<file path="src/design/sifhPkg.sv">
package sifhPkg;

    // default geometry, each module gets it passed down from the top
    localparam int defTsBits    = 10;  // tdc timestamp width
    localparam int defBinBits   = 4;   // 16 bins, top bits of the timestamp
    localparam int defPixBits   = 2;   // 4 pixels share one ram
    localparam int defCountBits = 8;   // bin counter, sticks at all ones
    localparam int defFrameBits = 12;  // width of the events per frame input

    // frame sequence, one pass per frame
    // clear -> accumulate -> scan -> clear ...
    typedef enum logic [1:0] {
        phClear,  // zero every word of the count ram
        phAccum,  // bin increments from incoming events
        phScan    // peak search, one result per pixel
    } framePhaseT;

endpackage

</file>
<file path="src/design/histRam.sv">
module histRam #(
    parameter int PixBits   = sifhPkg::defPixBits,
    parameter int BinBits   = sifhPkg::defBinBits,
    parameter int CountBits = sifhPkg::defCountBits
) (
    input  logic                       clk,
    input  logic                       wrEn,
    input  logic [PixBits+BinBits-1:0] wrAddr,
    input  logic [CountBits-1:0]       wrData,
    input  logic [PixBits+BinBits-1:0] rdAddrA,   // accumulator side
    output logic [CountBits-1:0]       rdDataA,
    input  logic [PixBits+BinBits-1:0] rdAddrB,   // scanner side
    output logic [CountBits-1:0]       rdDataB
);

    // one word per pixel and bin, pixel in the upper address bits
    localparam int Depth = (1 << PixBits) * (1 << BinBits);

    logic [CountBits-1:0] mem [Depth];

    always_ff @(posedge clk) begin
        if (wrEn) begin
            mem[wrAddr] <= wrData;
        end
        // read before write: same word in one cycle gives the old count
        rdDataA <= mem[rdAddrA];
        rdDataB <= mem[rdAddrB];
    end

endmodule

</file>
<file path="src/design/binMapper.sv">
module binMapper #(
    parameter int TsBits  = sifhPkg::defTsBits,
    parameter int BinBits = sifhPkg::defBinBits,
    parameter int PixBits = sifhPkg::defPixBits
) (
    input  logic                       clk,
    input  logic                       res,
    input  logic                       evtValid,
    output logic                       evtReady,
    input  logic [PixBits-1:0]         evtPixel,
    input  logic [TsBits-1:0]          evtTime,
    output logic                       mapValid,
    input  logic                       mapReady,
    output logic [PixBits+BinBits-1:0] mapAddr
);

    logic full;  // stage register holds an event
    logic take;  // event transfer this cycle

    // fill only while the accumulator is open
    // keeps events out during clear and scan
    assign evtReady = mapReady;
    assign take     = evtValid && evtReady;
    assign mapValid = full;

    always_ff @(posedge clk or negedge res) begin
        if (!res) begin
            full <= 1'b0;
        end else if (mapReady) begin  // old word leaves, a new one may enter
            full <= evtValid;
        end
    end

    // bin = coarse part of the timestamp, placed under the pixel index
    always_ff @(posedge clk) begin
        if (take) begin
            mapAddr <= {evtPixel, evtTime[TsBits-1 -: BinBits]};
        end
    end

    // held word must not move until the accumulator takes it
    mapHold: assert property (@(posedge clk) disable iff (!res)
        mapValid && !mapReady |=> $stable(mapAddr));

endmodule

</file>
<file path="src/design/histAccumulator.sv">
module histAccumulator #(
    parameter int PixBits   = sifhPkg::defPixBits,
    parameter int BinBits   = sifhPkg::defBinBits,
    parameter int CountBits = sifhPkg::defCountBits
) (
    input  logic                       clk,
    input  logic                       res,
    input  sifhPkg::framePhaseT        phase,
    input  logic                       accOpen,
    input  logic                       mapValid,
    output logic                       mapReady,
    input  logic [PixBits+BinBits-1:0] mapAddr,
    output logic [PixBits+BinBits-1:0] rdAddrA,
    input  logic [CountBits-1:0]       rdDataA,
    output logic                       wrEn,
    output logic [PixBits+BinBits-1:0] wrAddr,
    output logic [CountBits-1:0]       wrData,
    output logic                       accTaken,
    output logic                       accIdle,
    output logic                       clearDone
);

    import sifhPkg::*;

    localparam int AddrBits = PixBits + BinBits;
    localparam int Depth    = (1 << PixBits) * (1 << BinBits);  // pixels times bins

    logic                 clrActive;  // sweep owns the write port
    logic [AddrBits-1:0]  clrAddr;
    logic                 s1Valid;    // read went out last cycle, data on rdDataA now
    logic [AddrBits-1:0]  s1Addr;
    logic                 lastValid;  // word written in the previous cycle
    logic [AddrBits-1:0]  lastAddr;
    logic [CountBits-1:0] lastData;
    logic [CountBits-1:0] base;       // count before this increment
    logic [CountBits-1:0] incVal;

    assign mapReady = (phase == phAccum) && accOpen;
    assign accTaken = mapValid && mapReady;
    assign accIdle  = !s1Valid;
    assign rdAddrA  = mapAddr;  // read goes out in the accept cycle

    // ram returned the old word if the previous increment landed on the same edge
    assign base   = (lastValid && lastAddr == s1Addr) ? lastData : rdDataA;
    assign incVal = (base == '1) ? base : base + 1'b1;  // saturating add

    // sweep and increments never overlap, phases differ
    assign wrEn   = clrActive || s1Valid;
    assign wrAddr = clrActive ? clrAddr : s1Addr;
    assign wrData = clrActive ? '0 : incVal;

    always_ff @(posedge clk or negedge res) begin
        if (!res) begin
            clrActive <= 1'b0;
            clrAddr   <= '0;
            clearDone <= 1'b0;
            s1Valid   <= 1'b0;
            lastValid <= 1'b0;
        end else begin
            clearDone <= 1'b0;
            s1Valid   <= accTaken;
            lastValid <= s1Valid;
            if (clrActive) begin
                if (clrAddr == AddrBits'(Depth - 1)) begin
                    clrActive <= 1'b0;
                    clearDone <= 1'b1;  // one pulse, ctrl moves to accumulate
                end
                clrAddr <= clrAddr + 1'b1;  // wraps back to word 0
            end else if (phase == phClear && !clearDone) begin
                clrActive <= 1'b1;  // first clock after reset or scan
                clrAddr   <= '0;
            end
        end
    end

    // pipeline payload
    always_ff @(posedge clk) begin
        s1Addr   <= mapAddr;
        lastAddr <= s1Addr;
        lastData <= incVal;
    end

    // ram is frozen while the scanner reads it
    noScanWrite: assert property (@(posedge clk) disable iff (!res)
        phase == phScan |-> !wrEn);

    // a full bin stays full across back-to-back hits
    satHold: assert property (@(posedge clk) disable iff (!res)
        phase == phAccum && wrEn && $past(wrEn) && $past(wrData) == '1
            && $past(wrAddr) == wrAddr |-> wrData == '1);

endmodule

</file>
<file path="src/design/peakScanner.sv">
module peakScanner #(
    parameter int PixBits   = sifhPkg::defPixBits,
    parameter int BinBits   = sifhPkg::defBinBits,
    parameter int CountBits = sifhPkg::defCountBits
) (
    input  logic                       clk,
    input  logic                       res,
    input  sifhPkg::framePhaseT        phase,
    output logic [PixBits+BinBits-1:0] rdAddrB,
    input  logic [CountBits-1:0]       rdDataB,
    output logic                       resValid,
    input  logic                       resReady,
    output logic [PixBits-1:0]         resPixel,
    output logic [BinBits-1:0]         resBin,
    output logic [CountBits-1:0]       resCount,
    output logic                       scanDone
);

    import sifhPkg::*;

    logic                 inScan;   // this frame's scan under way
    logic                 issuing;  // bin reads still going out for pixQ
    logic [PixBits-1:0]   pixQ;
    logic [BinBits-1:0]   binQ;
    logic                 rdValid;  // rdDataB belongs to rdBin
    logic                 rdLast;   // ... and rdBin is the last bin
    logic [BinBits-1:0]   rdBin;
    logic [CountBits-1:0] peakCount;
    logic [BinBits-1:0]   peakBin;
    logic                 better;

    assign rdAddrB  = {pixQ, binQ};
    assign resPixel = pixQ;  // pixel moves on only after the result is taken
    // bin 0 seeds the peak, later bins have to beat it strictly
    assign better   = (rdBin == '0) || (rdDataB > peakCount);

    always_ff @(posedge clk or negedge res) begin
        if (!res) begin
            inScan   <= 1'b0;
            issuing  <= 1'b0;
            pixQ     <= '0;
            binQ     <= '0;
            rdValid  <= 1'b0;
            rdLast   <= 1'b0;
            resValid <= 1'b0;
            scanDone <= 1'b0;
        end else begin
            scanDone <= 1'b0;
            rdValid  <= issuing;
            rdLast   <= issuing && binQ == '1;
            if (phase != phScan) begin
                inScan <= 1'b0;
            end else if (!inScan) begin  // entry into scan
                inScan  <= 1'b1;
                issuing <= 1'b1;
                pixQ    <= '0;
                binQ    <= '0;
            end
            if (issuing) begin
                issuing <= (binQ != '1);
                binQ    <= binQ + 1'b1;  // back to bin 0 after the last
            end
            if (rdLast) begin
                resValid <= 1'b1;
            end
            if (resValid && resReady) begin
                resValid <= 1'b0;
                if (pixQ == '1) begin
                    scanDone <= 1'b1;  // last pixel out, ctrl goes to clear
                end else begin
                    pixQ    <= pixQ + 1'b1;
                    issuing <= 1'b1;
                end
            end
        end
    end

    // running max, one cycle behind the address
    always_ff @(posedge clk) begin
        rdBin <= binQ;
        if (rdValid && better) begin
            peakCount <= rdDataB;
            peakBin   <= rdBin;
        end
        if (rdLast) begin
            resBin   <= better ? rdBin : peakBin;
            resCount <= better ? rdDataB : peakCount;
        end
    end

    resHold: assert property (@(posedge clk) disable iff (!res)
        resValid && !resReady |=> resValid && $stable({resPixel, resBin, resCount}));

endmodule

</file>
<file path="src/design/histFrameCtrl.sv">
module histFrameCtrl #(
    parameter int FrameBits = sifhPkg::defFrameBits
) (
    input  logic                 clk,
    input  logic                 res,
    input  logic [FrameBits-1:0] frameLen,
    input  logic                 accTaken,
    input  logic                 accIdle,
    input  logic                 clearDone,
    input  logic                 scanDone,
    output sifhPkg::framePhaseT  phase,
    output logic                 accOpen
);

    import sifhPkg::*;

    logic [FrameBits-1:0] lenQ;      // frame length sampled at accumulate entry
    logic [FrameBits-1:0] takenCnt;  // events accepted in this frame

    // accumulator stays open until the frame is full
    assign accOpen = takenCnt < lenQ;

    always_ff @(posedge clk or negedge res) begin
        if (!res) begin
            phase    <= phClear;  // ram content unknown after reset
            lenQ     <= '0;
            takenCnt <= '0;
        end else begin
            case (phase)
                phClear: begin
                    if (clearDone) begin
                        phase    <= phAccum;
                        lenQ     <= frameLen;
                        takenCnt <= '0;
                    end
                end
                phAccum: begin
                    if (accTaken) begin
                        takenCnt <= takenCnt + 1'b1;
                    end
                    // last increment must have landed before the scan reads
                    if (!accOpen && accIdle) begin
                        phase <= phScan;
                    end
                end
                phScan: begin
                    if (scanDone) begin
                        phase <= phClear;  // next frame
                    end
                end
                default: phase <= phClear;
            endcase
        end
    end

    // no event slips past the frame length
    frameBound: assert property (@(posedge clk) disable iff (!res)
        takenCnt <= lenQ);

endmodule

</file>
<file path="src/design/sifhTop.sv">
module sifhTop #(
    parameter int TsBits    = sifhPkg::defTsBits,
    parameter int BinBits   = sifhPkg::defBinBits,
    parameter int PixBits   = sifhPkg::defPixBits,
    parameter int CountBits = sifhPkg::defCountBits,
    parameter int FrameBits = sifhPkg::defFrameBits
) (
    input  logic                 clk,
    input  logic                 res,
    input  logic                 evtValid,
    output logic                 evtReady,
    input  logic [PixBits-1:0]   evtPixel,
    input  logic [TsBits-1:0]    evtTime,
    input  logic [FrameBits-1:0] frameLen,
    output logic                 resValid,
    input  logic                 resReady,
    output logic [PixBits-1:0]   resPixel,
    output logic [BinBits-1:0]   resBin,
    output logic [CountBits-1:0] resCount
);

    import sifhPkg::*;

    framePhaseT                 phase;
    logic                       accOpen;
    logic                       mapValid;
    logic                       mapReady;
    logic [PixBits+BinBits-1:0] mapAddr;
    logic                       accTaken;
    logic                       accIdle;
    logic                       clearDone;
    logic                       scanDone;
    logic                       wrEn;
    logic [PixBits+BinBits-1:0] wrAddr;    // ram write port, accumulator
    logic [CountBits-1:0]       wrData;
    logic [PixBits+BinBits-1:0] rdAddrA;   // read port A, accumulator
    logic [CountBits-1:0]       rdDataA;
    logic [PixBits+BinBits-1:0] rdAddrB;   // read port B, scanner
    logic [CountBits-1:0]       rdDataB;

    binMapper #(.TsBits(TsBits), .BinBits(BinBits), .PixBits(PixBits)) mapper0 (
        .clk(clk), .res(res), .evtValid(evtValid), .evtReady(evtReady),
        .evtPixel(evtPixel), .evtTime(evtTime),
        .mapValid(mapValid), .mapReady(mapReady), .mapAddr(mapAddr));

    histAccumulator #(.PixBits(PixBits), .BinBits(BinBits), .CountBits(CountBits)) acc0 (
        .clk(clk), .res(res), .phase(phase), .accOpen(accOpen),
        .mapValid(mapValid), .mapReady(mapReady), .mapAddr(mapAddr),
        .rdAddrA(rdAddrA), .rdDataA(rdDataA),
        .wrEn(wrEn), .wrAddr(wrAddr), .wrData(wrData),
        .accTaken(accTaken), .accIdle(accIdle), .clearDone(clearDone));

    peakScanner #(.PixBits(PixBits), .BinBits(BinBits), .CountBits(CountBits)) scan0 (
        .clk(clk), .res(res), .phase(phase), .rdAddrB(rdAddrB), .rdDataB(rdDataB),
        .resValid(resValid), .resReady(resReady), .resPixel(resPixel),
        .resBin(resBin), .resCount(resCount), .scanDone(scanDone));

    histFrameCtrl #(.FrameBits(FrameBits)) ctrl0 (
        .clk(clk), .res(res), .frameLen(frameLen),
        .accTaken(accTaken), .accIdle(accIdle), .clearDone(clearDone),
        .scanDone(scanDone), .phase(phase), .accOpen(accOpen));

    histRam #(.PixBits(PixBits), .BinBits(BinBits), .CountBits(CountBits)) ram0 (
        .clk(clk), .wrEn(wrEn), .wrAddr(wrAddr), .wrData(wrData),
        .rdAddrA(rdAddrA), .rdDataA(rdDataA), .rdAddrB(rdAddrB), .rdDataB(rdDataB));

endmodule

</file>
<file path="config.mk">
export PLATFORM = sky130hd
export DESIGN_NAME = sifhTop
export DESIGN_NICKNAME = d
export VERILOG_FILES = /design/src/design/sifhPkg.sv /design/src/design/histRam.sv /design/src/design/binMapper.sv /design/src/design/histAccumulator.sv /design/src/design/peakScanner.sv /design/src/design/histFrameCtrl.sv /design/src/design/sifhTop.sv
export SDC_FILE = /design/constraint.sdc
export NUM_CORES = 1
export LEC_CHECK = 0
export BUFFER_PORTS_ARGS = -buffer_cell sky130_fd_sc_hd__buf_2
export CELL_PAD_IN_SITES_DETAIL_PLACEMENT = 1
export CELL_PAD_IN_SITES_GLOBAL_PLACEMENT = 1
export CORE_ASPECT_RATIO = 0.75
export CORE_MARGIN = 5
export CORE_UTILIZATION = 40
export CTS_BUF_LIST = sky130_fd_sc_hd__clkbuf_8
export DETAILED_ROUTE_END_ITERATION = 10
export GPL_ROUTABILITY_DRIVEN = 0
export GPL_TIMING_DRIVEN = 0
export PLACE_DENSITY_LB_ADDON = 0.05
export SYNTH_ARGS = -nofsm -noshare
export SYNTH_HDL_FRONTEND = slang
export SYNTH_SLANG_ARGS = --single-unit
</file>
<file path="constraint.sdc">
create_clock -name clk -period 9.4 [get_ports clk]
set_input_delay 1.88 -clock clk [delete_from_list [all_inputs] [get_ports clk]]
set_output_delay 1.88 -clock clk [all_outputs]
set_load 0.005 [all_outputs]
</file>
==> results of run 1 <==
## state kept, by name, summed over array words and instances (netlist names), 6 cells and up
| signal | count |
|---|---|
| acc0.clrAddr | 6 |
| acc0.lastAddr | 6 |
| acc0.lastData | 8 |
| acc0.s1Addr | 6 |
| ctrl0.lenQ | 12 |
| ctrl0.takenCnt | 12 |
| mapper0.mapAddr | 6 |
| ram0.mem | 512 |
| ram0.rdDataA | 8 |
| ram0.rdDataB | 8 |
| scan0.peakCount | 8 |
| scan0.resCount | 8 |
## power by group
part	internal (mW)	leakage, nW	switching [mW]	total [mW]
clock network	1.17	1.10	1.16	2.33
logic	0.479	3.15	0.776	1.26
registers	3.12	4.76	0.0664	3.18
total	4.77	9.01	2.00	6.77
## cell usage in the layout, fill, tap and decap left out, types with 40 or more instances in the layout
cell | netlist | layout
dfxtp_1 | 40 | 40
inv_1 | 31 | 57
nand2_1 | 72 | 72
clkbuf_1 | 51 | 51
mux4_2 | 320 | 320
dfrtp_1 | 49 | 49
edfxtp_1 | 542 | 542
nor2_1 | 98 | 97
buf_2 | 19 | 56
clkbuf_8 | 0 | 115
## per-layer routing
metal | wire, um | global-route usage | up-vias
met2 | 39580 | 0.3393 | 619
met5 | 0 | 0 | -
li1 | - | - | 6659
met4 | 2661 | 0.06347 | 0
met1 | 40990 | 0.3489 | 8839
met3 | 6920 | 0.05760 | 135
## synth_stat cells, types with 2 or more instances
| cell | instances | area (um2) |
|---|---|---|
| nand2b_1 | 3 | 18.77 |
| and4_1 | 3 | 26.28 |
| and3_1 | 5 | 31.28 |
| a2111oi_0 | 9 | 78.83 |
| o211ai_2 | 2 | 25.02 |
| o21bai_1 | 2 | 15.01 |
| mux2i_1 | 7 | 70.07 |
| a31oi_1 | 3 | 18.77 |
| dfrtp_1 | 49 | 1226 |
| and2_1 | 6 | 37.54 |
| o21a_1 | 3 | 22.52 |
| nor2_1 | 98 | 367.9 |
| xnor2_1 | 15 | 131.4 |
| edfxtp_1 | 542 | 16280 |
| o32ai_1 | 3 | 26.28 |
| buf_1 | 22 | 82.58 |
| a22o_1 | 5 | 43.79 |
| o211ai_1 | 3 | 22.52 |
| clkbuf_1 | 51 | 191.4 |
| a21oi_1 | 18 | 90.09 |
| nand2_1 | 72 | 270.3 |
| buf_4 | 2 | 15.01 |
| nor3_1 | 5 | 25.02 |
| nand4_1 | 11 | 68.82 |
| or2_2 | 3 | 18.77 |
| nand3_1 | 10 | 50.05 |
| mux4_2 | 320 | 7207 |
| mux2_2 | 17 | 191.4 |
| dfxtp_1 | 40 | 800.8 |
| o31ai_1 | 4 | 30.03 |
| ha_1 | 23 | 287.8 |
| a211oi_1 | 4 | 30.03 |
| xor2_1 | 3 | 26.28 |
| nor2b_1 | 5 | 31.28 |
| o32a_1 | 2 | 20.02 |
| inv_1 | 31 | 116.4 |
| a21o_1 | 4 | 30.03 |
| o21ai_0 | 24 | 120.1 |
| buf_2 | 19 | 95.09 |
| a22oi_1 | 33 | 247.7 |
## stage by stage
| stage | total power, mW | hold WS [ns] | TNS [ns] | area, um2 |
|---|---|---|---|---|
| 4_1_cts | 6.840 | 0.3734 | 0 | 32490 |
| 3_5_place_dp | 4.513 | 0.3611 | 0 | 30550 |
| 6_report | 6.774 | 0.3751 | 0 | 32500 |
| 5_1_grt | 7.051 | 0.3911 | 0 | 32500 |
| 3_3_place_gp | 4.492 | 0.3548 | -195.74 | 30030 |
| 2_1_floorplan | 4.040 | 0.3422 | 0 | 28650 |
## cells by family (layout without fill, tap and decap cells)
kind of cell	Yosys count	in the layout	synth area share
flops	631	631	0.6389
mux	344	344	0.2607
simple gates	230	230	0.03608
compound gates	127	127	0.03097
buf+inv	126	378	0.01786
fa+ha+maj	23	23	0.01005
xor+xnor	18	18	0.005503
other cells	0	1	0
## final cells by class
| class | count | area share |
|---|---|---|
| Antenna cell | 1 | 0.00007701 |
| Sequential cell | 631 | 0.5632 |
| Clock buffer | 115 | 0.04871 |
| Inverter | 31 | 0.003581 |
| Tap cell | 957 | 0.03685 |
| Multi-Input combinational cell | 742 | 0.3052 |
| Clock inverter | 73 | 0.01120 |
| Buffer | 95 | 0.01217 |
| Timing Repair Buffer | 64 | 0.01902 |
## worst min-delay path by stage
stage	from	endpoint	slack [ns]	depth (start not counted)
final	scan0.binQ[2]$_DFFE_PN0P_	scan0.rdBin[2]$_DFF_P_	0.38	0
after global routing	scan0.binQ[2]$_DFFE_PN0P_	scan0.rdBin[2]$_DFF_P_	0.39	0
after CTS	scan0.binQ[2]$_DFFE_PN0P_	scan0.rdBin[2]$_DFF_P_	0.37	0
after detailed placement	scan0.binQ[2]$_DFFE_PN0P_	scan0.rdBin[2]$_DFF_P_	0.36	0
after global placement	scan0.binQ[2]$_DFFE_PN0P_	scan0.rdBin[2]$_DFF_P_	0.35	0
after floorplan	scan0.binQ[2]$_DFFE_PN0P_	scan0.rdBin[2]$_DFF_P_	0.34	0
## critical path, cell delays in order, from the launching register on
cell and delay [ns]:
dfrtp_1 0.42, ha_1 0.32, a21oi_1 0.16, o21a_1 0.16
o211ai_1 0.17, a21oi_1 0.36, buf_2 0.19
==> impl_results.md, run 1 <==
* Buffers on Ports at 37
* Gr usage total at 0.2317
* RR Startpoint: scan0.binQ[0]$_DFFE_PN0P_
* Pwr Density at ~210 nW/um2
* FF+latch count, synth at 631
* CTS tree: yes
* # fillers at roughly 6700
* Total Wirelength at between 90 and 100 mm
* Slew HR at 0.1662
* Worst-Skew Late Latency at about 0.74 ns
* Multi-input gate area at slightly below 10000 um2
* TritonCTS Buffers at a little over 100
* Critical setup path kind: flop to output port
* Synthesized area at 28650 um2
* Fmax achieved at roughly 230 MHz
* Antenna Nets Post-Route at 0
* Die width at 319.0 um
* Critical path data required time at ~7.5 ns
* Critical Path Sink: evtReady
* Critical path arrival at 2.49 ns
* Final Non-Filler Cells at ~2700
* CP Capture Type: output port
* Pre-antenna DRT Iters at 5
* Register Area at approximately 18000 um2
* Post-synth ARST share at 0.07765
* Fin. Hold Viols at 0
* Global route total overflow at 0
* Setup WS pre-CTS at 5.105 ns
* Htree depth at 3
* Final WS setup at around 5 ns
* Core ar. at between 70000 and 80000 um2
* Post-synthesis cell count at 1499
* Worst r2r dst: ram0.rdDataB[0]$_DFF_P_
* Pin count of the biggest net entering global routing at 50
* Layout Utilization at 0.4554
* Tmin final at roughly 4.4 ns
* Synth Net Count at about 1600
* Initial antenna violation count at 6
* Post-synthesis cell type count at 58
* Total die area at 77130 um2
* Leak pwr at ~9.0 nW
* Reg2Reg Setup Slack at a little over 5 ns
* Top Ports at 44
* CTS max path bufs at 3
* Vias in the first global route at 16910
* Final setup fails at 0
* Worst setup startpoint: ctrl0.takenCnt[7]$_DFFE_PN0P_
* Post-synth EDFFs at roughly 540
* Status: finished, final reports clean
* Worst hold-check path type: flop to flop
* Synth Warn # at 0
* Post-DP HPWL at 64.05 mm
* Clk sinks at approximately 630
* Synth Flop Type: edfxtp_1
* Vias per cell at approximately 6.0
* Max Slew Vio Count at 0
* Total number of vias at between 15000 and 20000
* Hold_buf cts at 0
* Root buffer cell: clkbuf_8
* Initial Utilization at 0.4015
* FP Rows at 85
* Worst R2R Path Depth at 7
* Fin crit share at 0.4645
* Syn Area/Cell at approximately 19 um2
* Initial DRC Count at about 1700
* Sequential share of the synthesized area at 0.6389
* Area grow syn2layout at 13.43%
* Startpoint Class: flop
* Largest fanout on the critical path at 5
* DR WL/cell at 33.28 um
* DRC Markers at 0
* Clk_skew at between 0.03 and 0.04 ns
* RSZ-0062 raised after global routing: no
* Number of max-cap violations at 0
* Die Ht at approximately 240 um
* Post-CTS Setup Bufs at 0
* Final Net Count at around 1700
* VDD IR max at 0.1128 mV
* Share of layout cells above drive strength 1 at 0.3307
* PostCTS Resize Cnt at 0
* Global-route wire length before repair at around 130 mm
* Least-Margin Pin Slew at 1.246 ns
* Post-placement cell count at about 2500
* Worst-path clk slew at around 0.060 ns
No activity file was read; power rests on OpenSTA's default activity.
==> inputs of run 2 (changes only) <==
clock period = 4.1 ns   (was 9.4 ns; I/O delays follow)
==> run 2 against run 1 <==
  * Flip-flop and latch count unchanged
  * Via count up 0.20%
  * Die area unchanged
  * Combinational power up 130%
  * Non-clock buffer count down 6
  * Routed wire length down 0.58%
  * Clock skew down 0.012 ns
  * Register-to-register slack worse by 4.9 ns
  * Critical path depth up 2
  * Core utilization down 0.060 points
==> impl_results.md, run 2 (same netlist as run 1, synthesis figures left out) <==
* Status: finished, final reports clean
* Initial antenna violation count at 3 (-3)
* CTS tree: yes
* Antenna Nets Post-Route at 0 (unchanged)
* Total number of vias at 16290 (+0.20%)
* Leak pwr at 9.001 nW (-0.16%)
* Number of max-cap violations at 0 (unchanged)
* Htree depth at 3 (unchanged)
* Tmin final at 3.946 ns
* Fin crit share at 0.9626
* VDD IR max at 0.2524 mV (+120%)
* Final Net Count at 1713 (-0.35%)
* Slew HR at 0.1779 (+0.01165)
* Clk_skew at 0.02503 ns (-0.01216 ns)
* Fin. Hold Viols at 0 (unchanged)
* Critical path data required time at 4.67 ns (-2.85 ns)
* Buffers on Ports at 37 (unchanged)
* Pre-antenna DRT Iters at 5 (unchanged)
* Clk sinks at 631 (unchanged)
* WL met3 at 6.542 mm (-5.5%)
* Crit path top cell by count: buf_8
* Post-Place Cell Area at 30570 um2 (about the same)
* Top reg by flops: ram0.mem
* Initial Utilization at 0.4015 (unchanged)
* Global-route wire length before repair at 126.6 mm (-0.23%)
* Critical setup path kind: flop to flop
* Post-DP HPWL at 64.09 mm (about the same)
* Critical path arrival at 4.52 ns (+2.03 ns)
* Worst hold margin at 0.2732 ns (-0.1020 ns)
* Met2 routed wirelength at 39.03 mm (-1.4%)
* Slowest cell delay on critical path at 0.91 ns (+0.49 ns)
* Fmax achieved at about 250 MHz
* Total power draw at 15.36 mW (+130%)
* CTS max path bufs at 3 (unchanged)
* DR top layer: met4
* Worst-Skew Late Latency at 0.73 ns (about the same)
* Area grow syn2layout at 13.28%
* Met1 Routed Length at 41.30 mm (+0.75%)
* Worst hold-check path type: input pin to flop
* Setup TNS at 0 ns (unchanged)
* Gr usage total at 0.2305 (-0.001255)
* Least-Margin Pin Slew at 1.233 ns (-0.01287 ns)
* Startpoint Class: flop
* Design Area, Final at 32450 um2 (-0.13%)
* CP Capture Type: flop
* Initial DRC Count at 1580 (-4.2%)
* Top Ports at 44 (unchanged)
* Slowest CP cell: a211oi_4
* Pin count of the biggest net entering global routing at 50 (unchanged)
* Hold_buf cts at 0 (unchanged)
* Biggest regs: ram0.mem: 512 flops, ctrl0.lenQ: 12 flops, ctrl0.takenCnt: 12 flops
* Die Ht at 241.8 um (unchanged)
* Total die area at 77130 um2 (unchanged)
* Largest fanout on the critical path at 20 (+15)
* Final WS setup at 0.1535 ns (-4.880 ns)
* DR WL/cell at 33.25 um (about the same)
* DRC Markers at 0 (unchanged)
* TritonCTS Buffers at 103 (unchanged)
* Critical-path cell list: xnor2_1 -> and4_1 -> nand3_1 -> a222oi_1 -> nor2_1 -> a211oi_4 -> buf_8 -> buf_8
* Total Wirelength at 89.64 mm (-0.58%)
* FP Rows at 85 (unchanged)
* Vias in the first global route at 16780 (-0.73%)
* Worst-path clk slew at 0.06 ns (about the same)
* Most frequent cells in the layout: edfxtp_1 (542), mux4_2 (320), clkbuf_8 (112)
* Share of layout cells above drive strength 1 at 0.3262 (-0.004443)
* Global route total overflow at 0 (unchanged)
* RSZ-0062 raised after global routing: no
* Core ar. at 71360 um2 (unchanged)
* Commonest non-fill, non-tap cell in the layout: edfxtp_1
* Max reg flops at 512 (unchanged)
* Vias per cell at 6.040 (+0.69%)
* Max Slew Vio Count at 0 (unchanged)
* Root buffer cell: clkbuf_8
* Setup WS pre-CTS at -0.05925 ns (-5.164 ns)
* Die width at 319.0 um (unchanged)
* Pwr Density at 473.3 nW/um2 (+130%)
* Final setup fails at 0 (unchanged)
## run 2: cell count changes in the layout (fill, tap and decap cells not counted), moves of 2 or more
| cell | before | now |
|---|---|---|
| buf_6 | 11 | 1 |
| clkinv_1 | 25 | 15 |
| inv_1 | 57 | 66 |
| clkinv_2 | 15 | 10 |
| buf_16 | 5 | 9 |
| clkbuf_8 | 115 | 112 |
| diode_2 | 1 | 4 |
| clkbuf_1 | 51 | 49 |
| clkbuf_2 | 0 | 2 |
| nor3_2 | 3 | 1 |
| nor3_4 | 0 | 2 |
## run 2: final timing paths
path | startpoint | to | slack [ns] | depth (start not counted)
max | acc0.s1Addr[2]$_DFF_P_ | ram0.mem[13][2]$_DFFE_PP_ | 0.15 | 8
min | evtPixel[0] | mapper0.mapAddr[4]$_DFFE_PP_ | 0.27 | 1
max reg2reg | acc0.s1Addr[2]$_DFF_P_ | ram0.mem[13][2]$_DFFE_PP_ | 0.15 | 8
min reg2reg | scan0.binQ[2]$_DFFE_PN0P_ | scan0.rdBin[2]$_DFF_P_ | 0.38 | 0
max in group asynchronous | res | scan0.binQ[3]$_DFFE_PN0P_ | 3.01 | 1
min in group asynchronous | res | ctrl0.lenQ[0]$_DFFE_PN0P_ | 0.33 | 1
## run 2: metal layers
layer | track usage | up-vias
met2 | 0.3300 | 575
met4 | 0.06591 | 0
met1 | 0.3493 | 8913
li1 | - | 6654
met3 | 0.06178 | 143
met5 | 0 | -
## run 2: timing repair
action,CTS,global route
setup buffers,0,0
setup endpoints to repair,4,0
resized for setup,2,0
## run 2: final cells by class
class	count	area, um2
clock inverter	66	330.3
timing repair buffer	58	628.1
fill	6708	38910
tap	957	1197
multi-input combinational	742	9930
inverter	31	116.4
clock buffer	112	1541
sequential	631	18300
buffer	95	397.9
antenna	4	10.01
## run 2: stage by stage
step / std cells / utilization
finish: 2696 / 0.4548
global route: 2693 / 0.4547
CTS: 2692 / 0.4546
detailed placement: 2514 / 0.4284
global placement: 2493 / 0.4213
floorplan: 1499 / -
## run 2: where the power goes
| group | internal (mW) | switching, mW |
|---|---|---|
| sequential | 7.15 | 0.154 |
| combinational | 1.10 | 1.77 |
| clock | 2.62 | 2.58 |
## run 2: critical path: cells and delay by family (launching register included)
family                    cells  cell delay [ns]
AOI/OAI and AO/OA             2             1.70
xor gates and xnor gates      1             0.25
buffers and inverters         2             0.48
DFF                           1             0.57
and+or+nand+nor               3             0.73
==> inputs of run 3 (changes only) <==
CORE_UTILIZATION = 54   (was 40)
==> run 3 against run 2 <==
  * Total power is 1.2% lower
  * Routed wire length is 5.5% lower
  * Critical endpoint is now ram0.rdDataB[0]$_DFF_P_
  * Combinational power hardly changed
  * Hold slack worse by 0.017 ns
  * Largest power group unchanged
  * Sequential power hardly changed
==> impl_results.md, run 3 (same netlist as run 1, synthesis figures left out) <==
* Post-Place Cell Area at 30240 um2 (-1.1%)
* Reg2Reg Setup Slack at 0.09 ns (-0.06 ns)
* M2 GR Usage at 0.4210 (+0.09094)
* Number of max-cap violations at 0 (unchanged)
* Die Ht at 209.5 um (-13%)
* Worst r2r dst: ram0.rdDataB[0]$_DFF_P_
* Final setup fails at 0 (unchanged)
* DRC Markers at 0 (unchanged)
* Die width at 276.0 um (-13%)
* Tmin final at 4.010 ns (+0.06350 ns)
* Hold Startpoint: evtTime[9]
* Share of layout cells above drive strength 1 at 0.3216 (-0.004591)
* VDD IR max at 0.3601 mV (+43%)
* Area grow syn2layout at 11.87%
* Global-route wire length before repair at 121.7 mm (-3.9%)
* Root buffer cell: clkbuf_8
* Fin crit share at 0.9780 (+0.01549)
* Largest fanout on the critical path at 10 (-50%)
* Critical setup path kind: flop to flop
* Leak pwr at 8.962 nW (-0.43%)
* Status: finished, final reports clean
* Met3 usage in global routing at 0.1144 (+0.05263)
* Hold Crit Depth at 1 (unchanged)
* FP Rows at 73 (-14%)
* CTS max path bufs at 3 (unchanged)
* CTS tree: yes
* Max Slew Vio Count at 0 (unchanged)
* Multi-input gate area at 9930 um2 (unchanged)
* Pwr Density at 473.7 nW/um2 (about the same)
* Total die area at 57810 um2 (-25%)
* # fillers at 4605 (-31%)
* Total Wirelength at 84.72 mm (-5.5%)
* Fin. Hold Viols at 0 (unchanged)
* TritonCTS Buffers at 98 (-4.9%)
* Register Area at 18300 um2 (unchanged)
* Gr usage total at 0.2993 (+0.06880)
* Slew HR at 0.1904 (+0.01252)
* Vias in the first global route at 17150 (+2.2%)
* CP Capture Type: flop
* Initial DRC Count at 2297 (+45%)
* Design Area, Final at 32050 um2 (-1.2%)
* Htree depth at 3 (unchanged)
* Layout Utilization at 0.6071 (+0.1523)
* RSZ-0062 raised after global routing: no
* Final Net Count at 1707 (-0.35%)
* Hold Path Sink: mapper0.mapAddr[3]$_DFFE_PP_
* Total number of vias at 16780 (+3.1%)
* Worst hold-check path type: input pin to flop
* Biggest regs: ram0.mem: 512 flops, ctrl0.lenQ: 12 flops, ctrl0.takenCnt: 12 flops
* Hold_buf cts at 0 (unchanged)
* Post-DP HPWL at 60.51 mm (-5.6%)
* Worst hold margin at 0.2562 ns (-0.01690 ns)
* Startpoint Class: flop
* Clk sinks at 631 (unchanged)
* Worst-Skew Late Latency at 0.75 ns (+0.02 ns)
* Commonest non-fill, non-tap cell in the layout: edfxtp_1
* Worst-path clk slew at 0.06 ns (about the same)
* Pin count of the biggest net entering global routing at 50 (unchanged)
* DR WL/cell at 34.57 um (+4.0%)
* Least-Margin Pin Slew at 1.214 ns (-0.01879 ns)
* Initial Utilization at 0.5427 (+0.1412)
* Vias per cell at 6.847 (+13%)
* Global route total overflow at 0 (unchanged)
* Antenna Nets Post-Route at 0 (unchanged)
* Clk_skew at 0.03422 ns (+0.009190 ns)
* Critical path arrival at 4.59 ns (+0.07 ns)
* Most frequent cells in the layout: edfxtp_1 (542), mux4_2 (320), clkbuf_8 (100)
* Top reg by flops: ram0.mem
* RR Startpoint: scan0.binQ[1]$_DFFE_PN0P_
* Pre-antenna DRT Iters at 6 (+1)
* Worst R2R Path Depth at 6 (-2)
* Fmax achieved at 249.4 MHz (-1.6%)
* Max reg flops at 512 (unchanged)
* Top Ports at 44 (unchanged)
* GRT met1 Usage at 0.4365 (+0.08717)
* Buffers on Ports at 37 (unchanged)
* Core ar. at 52790 um2 (-26%)
* Post-CTS Setup Bufs at 0 (unchanged)
* Initial antenna violation count at 1 (-2)
* GR peak layer: met1
* Critical path data required time at 4.68 ns (about the same)
==> run 3: worst max-delay path by stage <==
stage,startpoint,end,cells after the start
after CTS,scan0.binQ[0]$_DFFE_PN0P_,ram0.rdDataB[0]$_DFF_P_,7
after global placement,acc0.s1Addr[3]$_DFF_P_,ram0.mem[14][7]$_DFFE_PP_,6
final,scan0.binQ[1]$_DFFE_PN0P_,ram0.rdDataB[0]$_DFF_P_,6
after floorplan,acc0.s1Addr[2]$_DFF_P_,ram0.mem[0][7]$_DFFE_PP_,6
after detailed placement,scan0.binQ[0]$_DFFE_PN0P_,ram0.rdDataB[0]$_DFF_P_,7
after global routing,acc0.s1Addr[4]$_DFF_P_,ram0.mem[14][5]$_DFFE_PP_,9
==> run 3: what timing repair did <==
| action | CTS | global route |
|---|---|---|
| resized for setup | 0 | 4 |
| hold endpoints to repair | 0 | 0 |
| endpoints found under the setup margin | 0 | 5 |
==> run 3: report_power, final <==
part           switching (mW)  internal [mW]  leakage [nW]
logic                    1.74           1.10          3.13
clock network            2.58           2.47          1.07
registers               0.157           7.15          4.76
==> run 3: critical path, cell delays in order (launching register included) <==
cell and delay (ns):
dfrtp_1 0.59, buf_1 0.74, clkbuf_1 0.75, mux4_2 0.46
mux4_2 0.55, a22oi_1 0.61, nand2_1 0.13
==> run 3: area by class of cell <==
type                       count  area share
tap                          712     0.02780
clock inverter                82     0.01343
sequential                   631      0.5711
clock buffer                 100     0.04295
timing repair buffer          57     0.01882
buffer                        95     0.01238
inverter                      31    0.003631
multi-input combinational    742      0.3098
antenna                        1  0.00007808
==> run 3: per-layer routing <==
layer	share of wire	wire length (um)
met2	0.44	37210
met1	0.40	33620
met5	0.00013	11
met3	0.13	10650
met4	0.038	3228
==> run 3: through the flow <==
step / power [mW] / worst slack (ns) / cells / TNS, ns
after CTS: 15.23 / 0.1289 / 2450 / 0
after global placement: 10.17 / -2.781 / 2248 / -1114.71
after detailed placement: 10.25 / 0.1511 / 2268 / 0
after global routing: 15.76 / 0.01861 / 2450 / 0
after floorplan: 9.262 / 0.1189 / 1499 / 0
final: 15.18 / 0.09004 / 2451 / 0
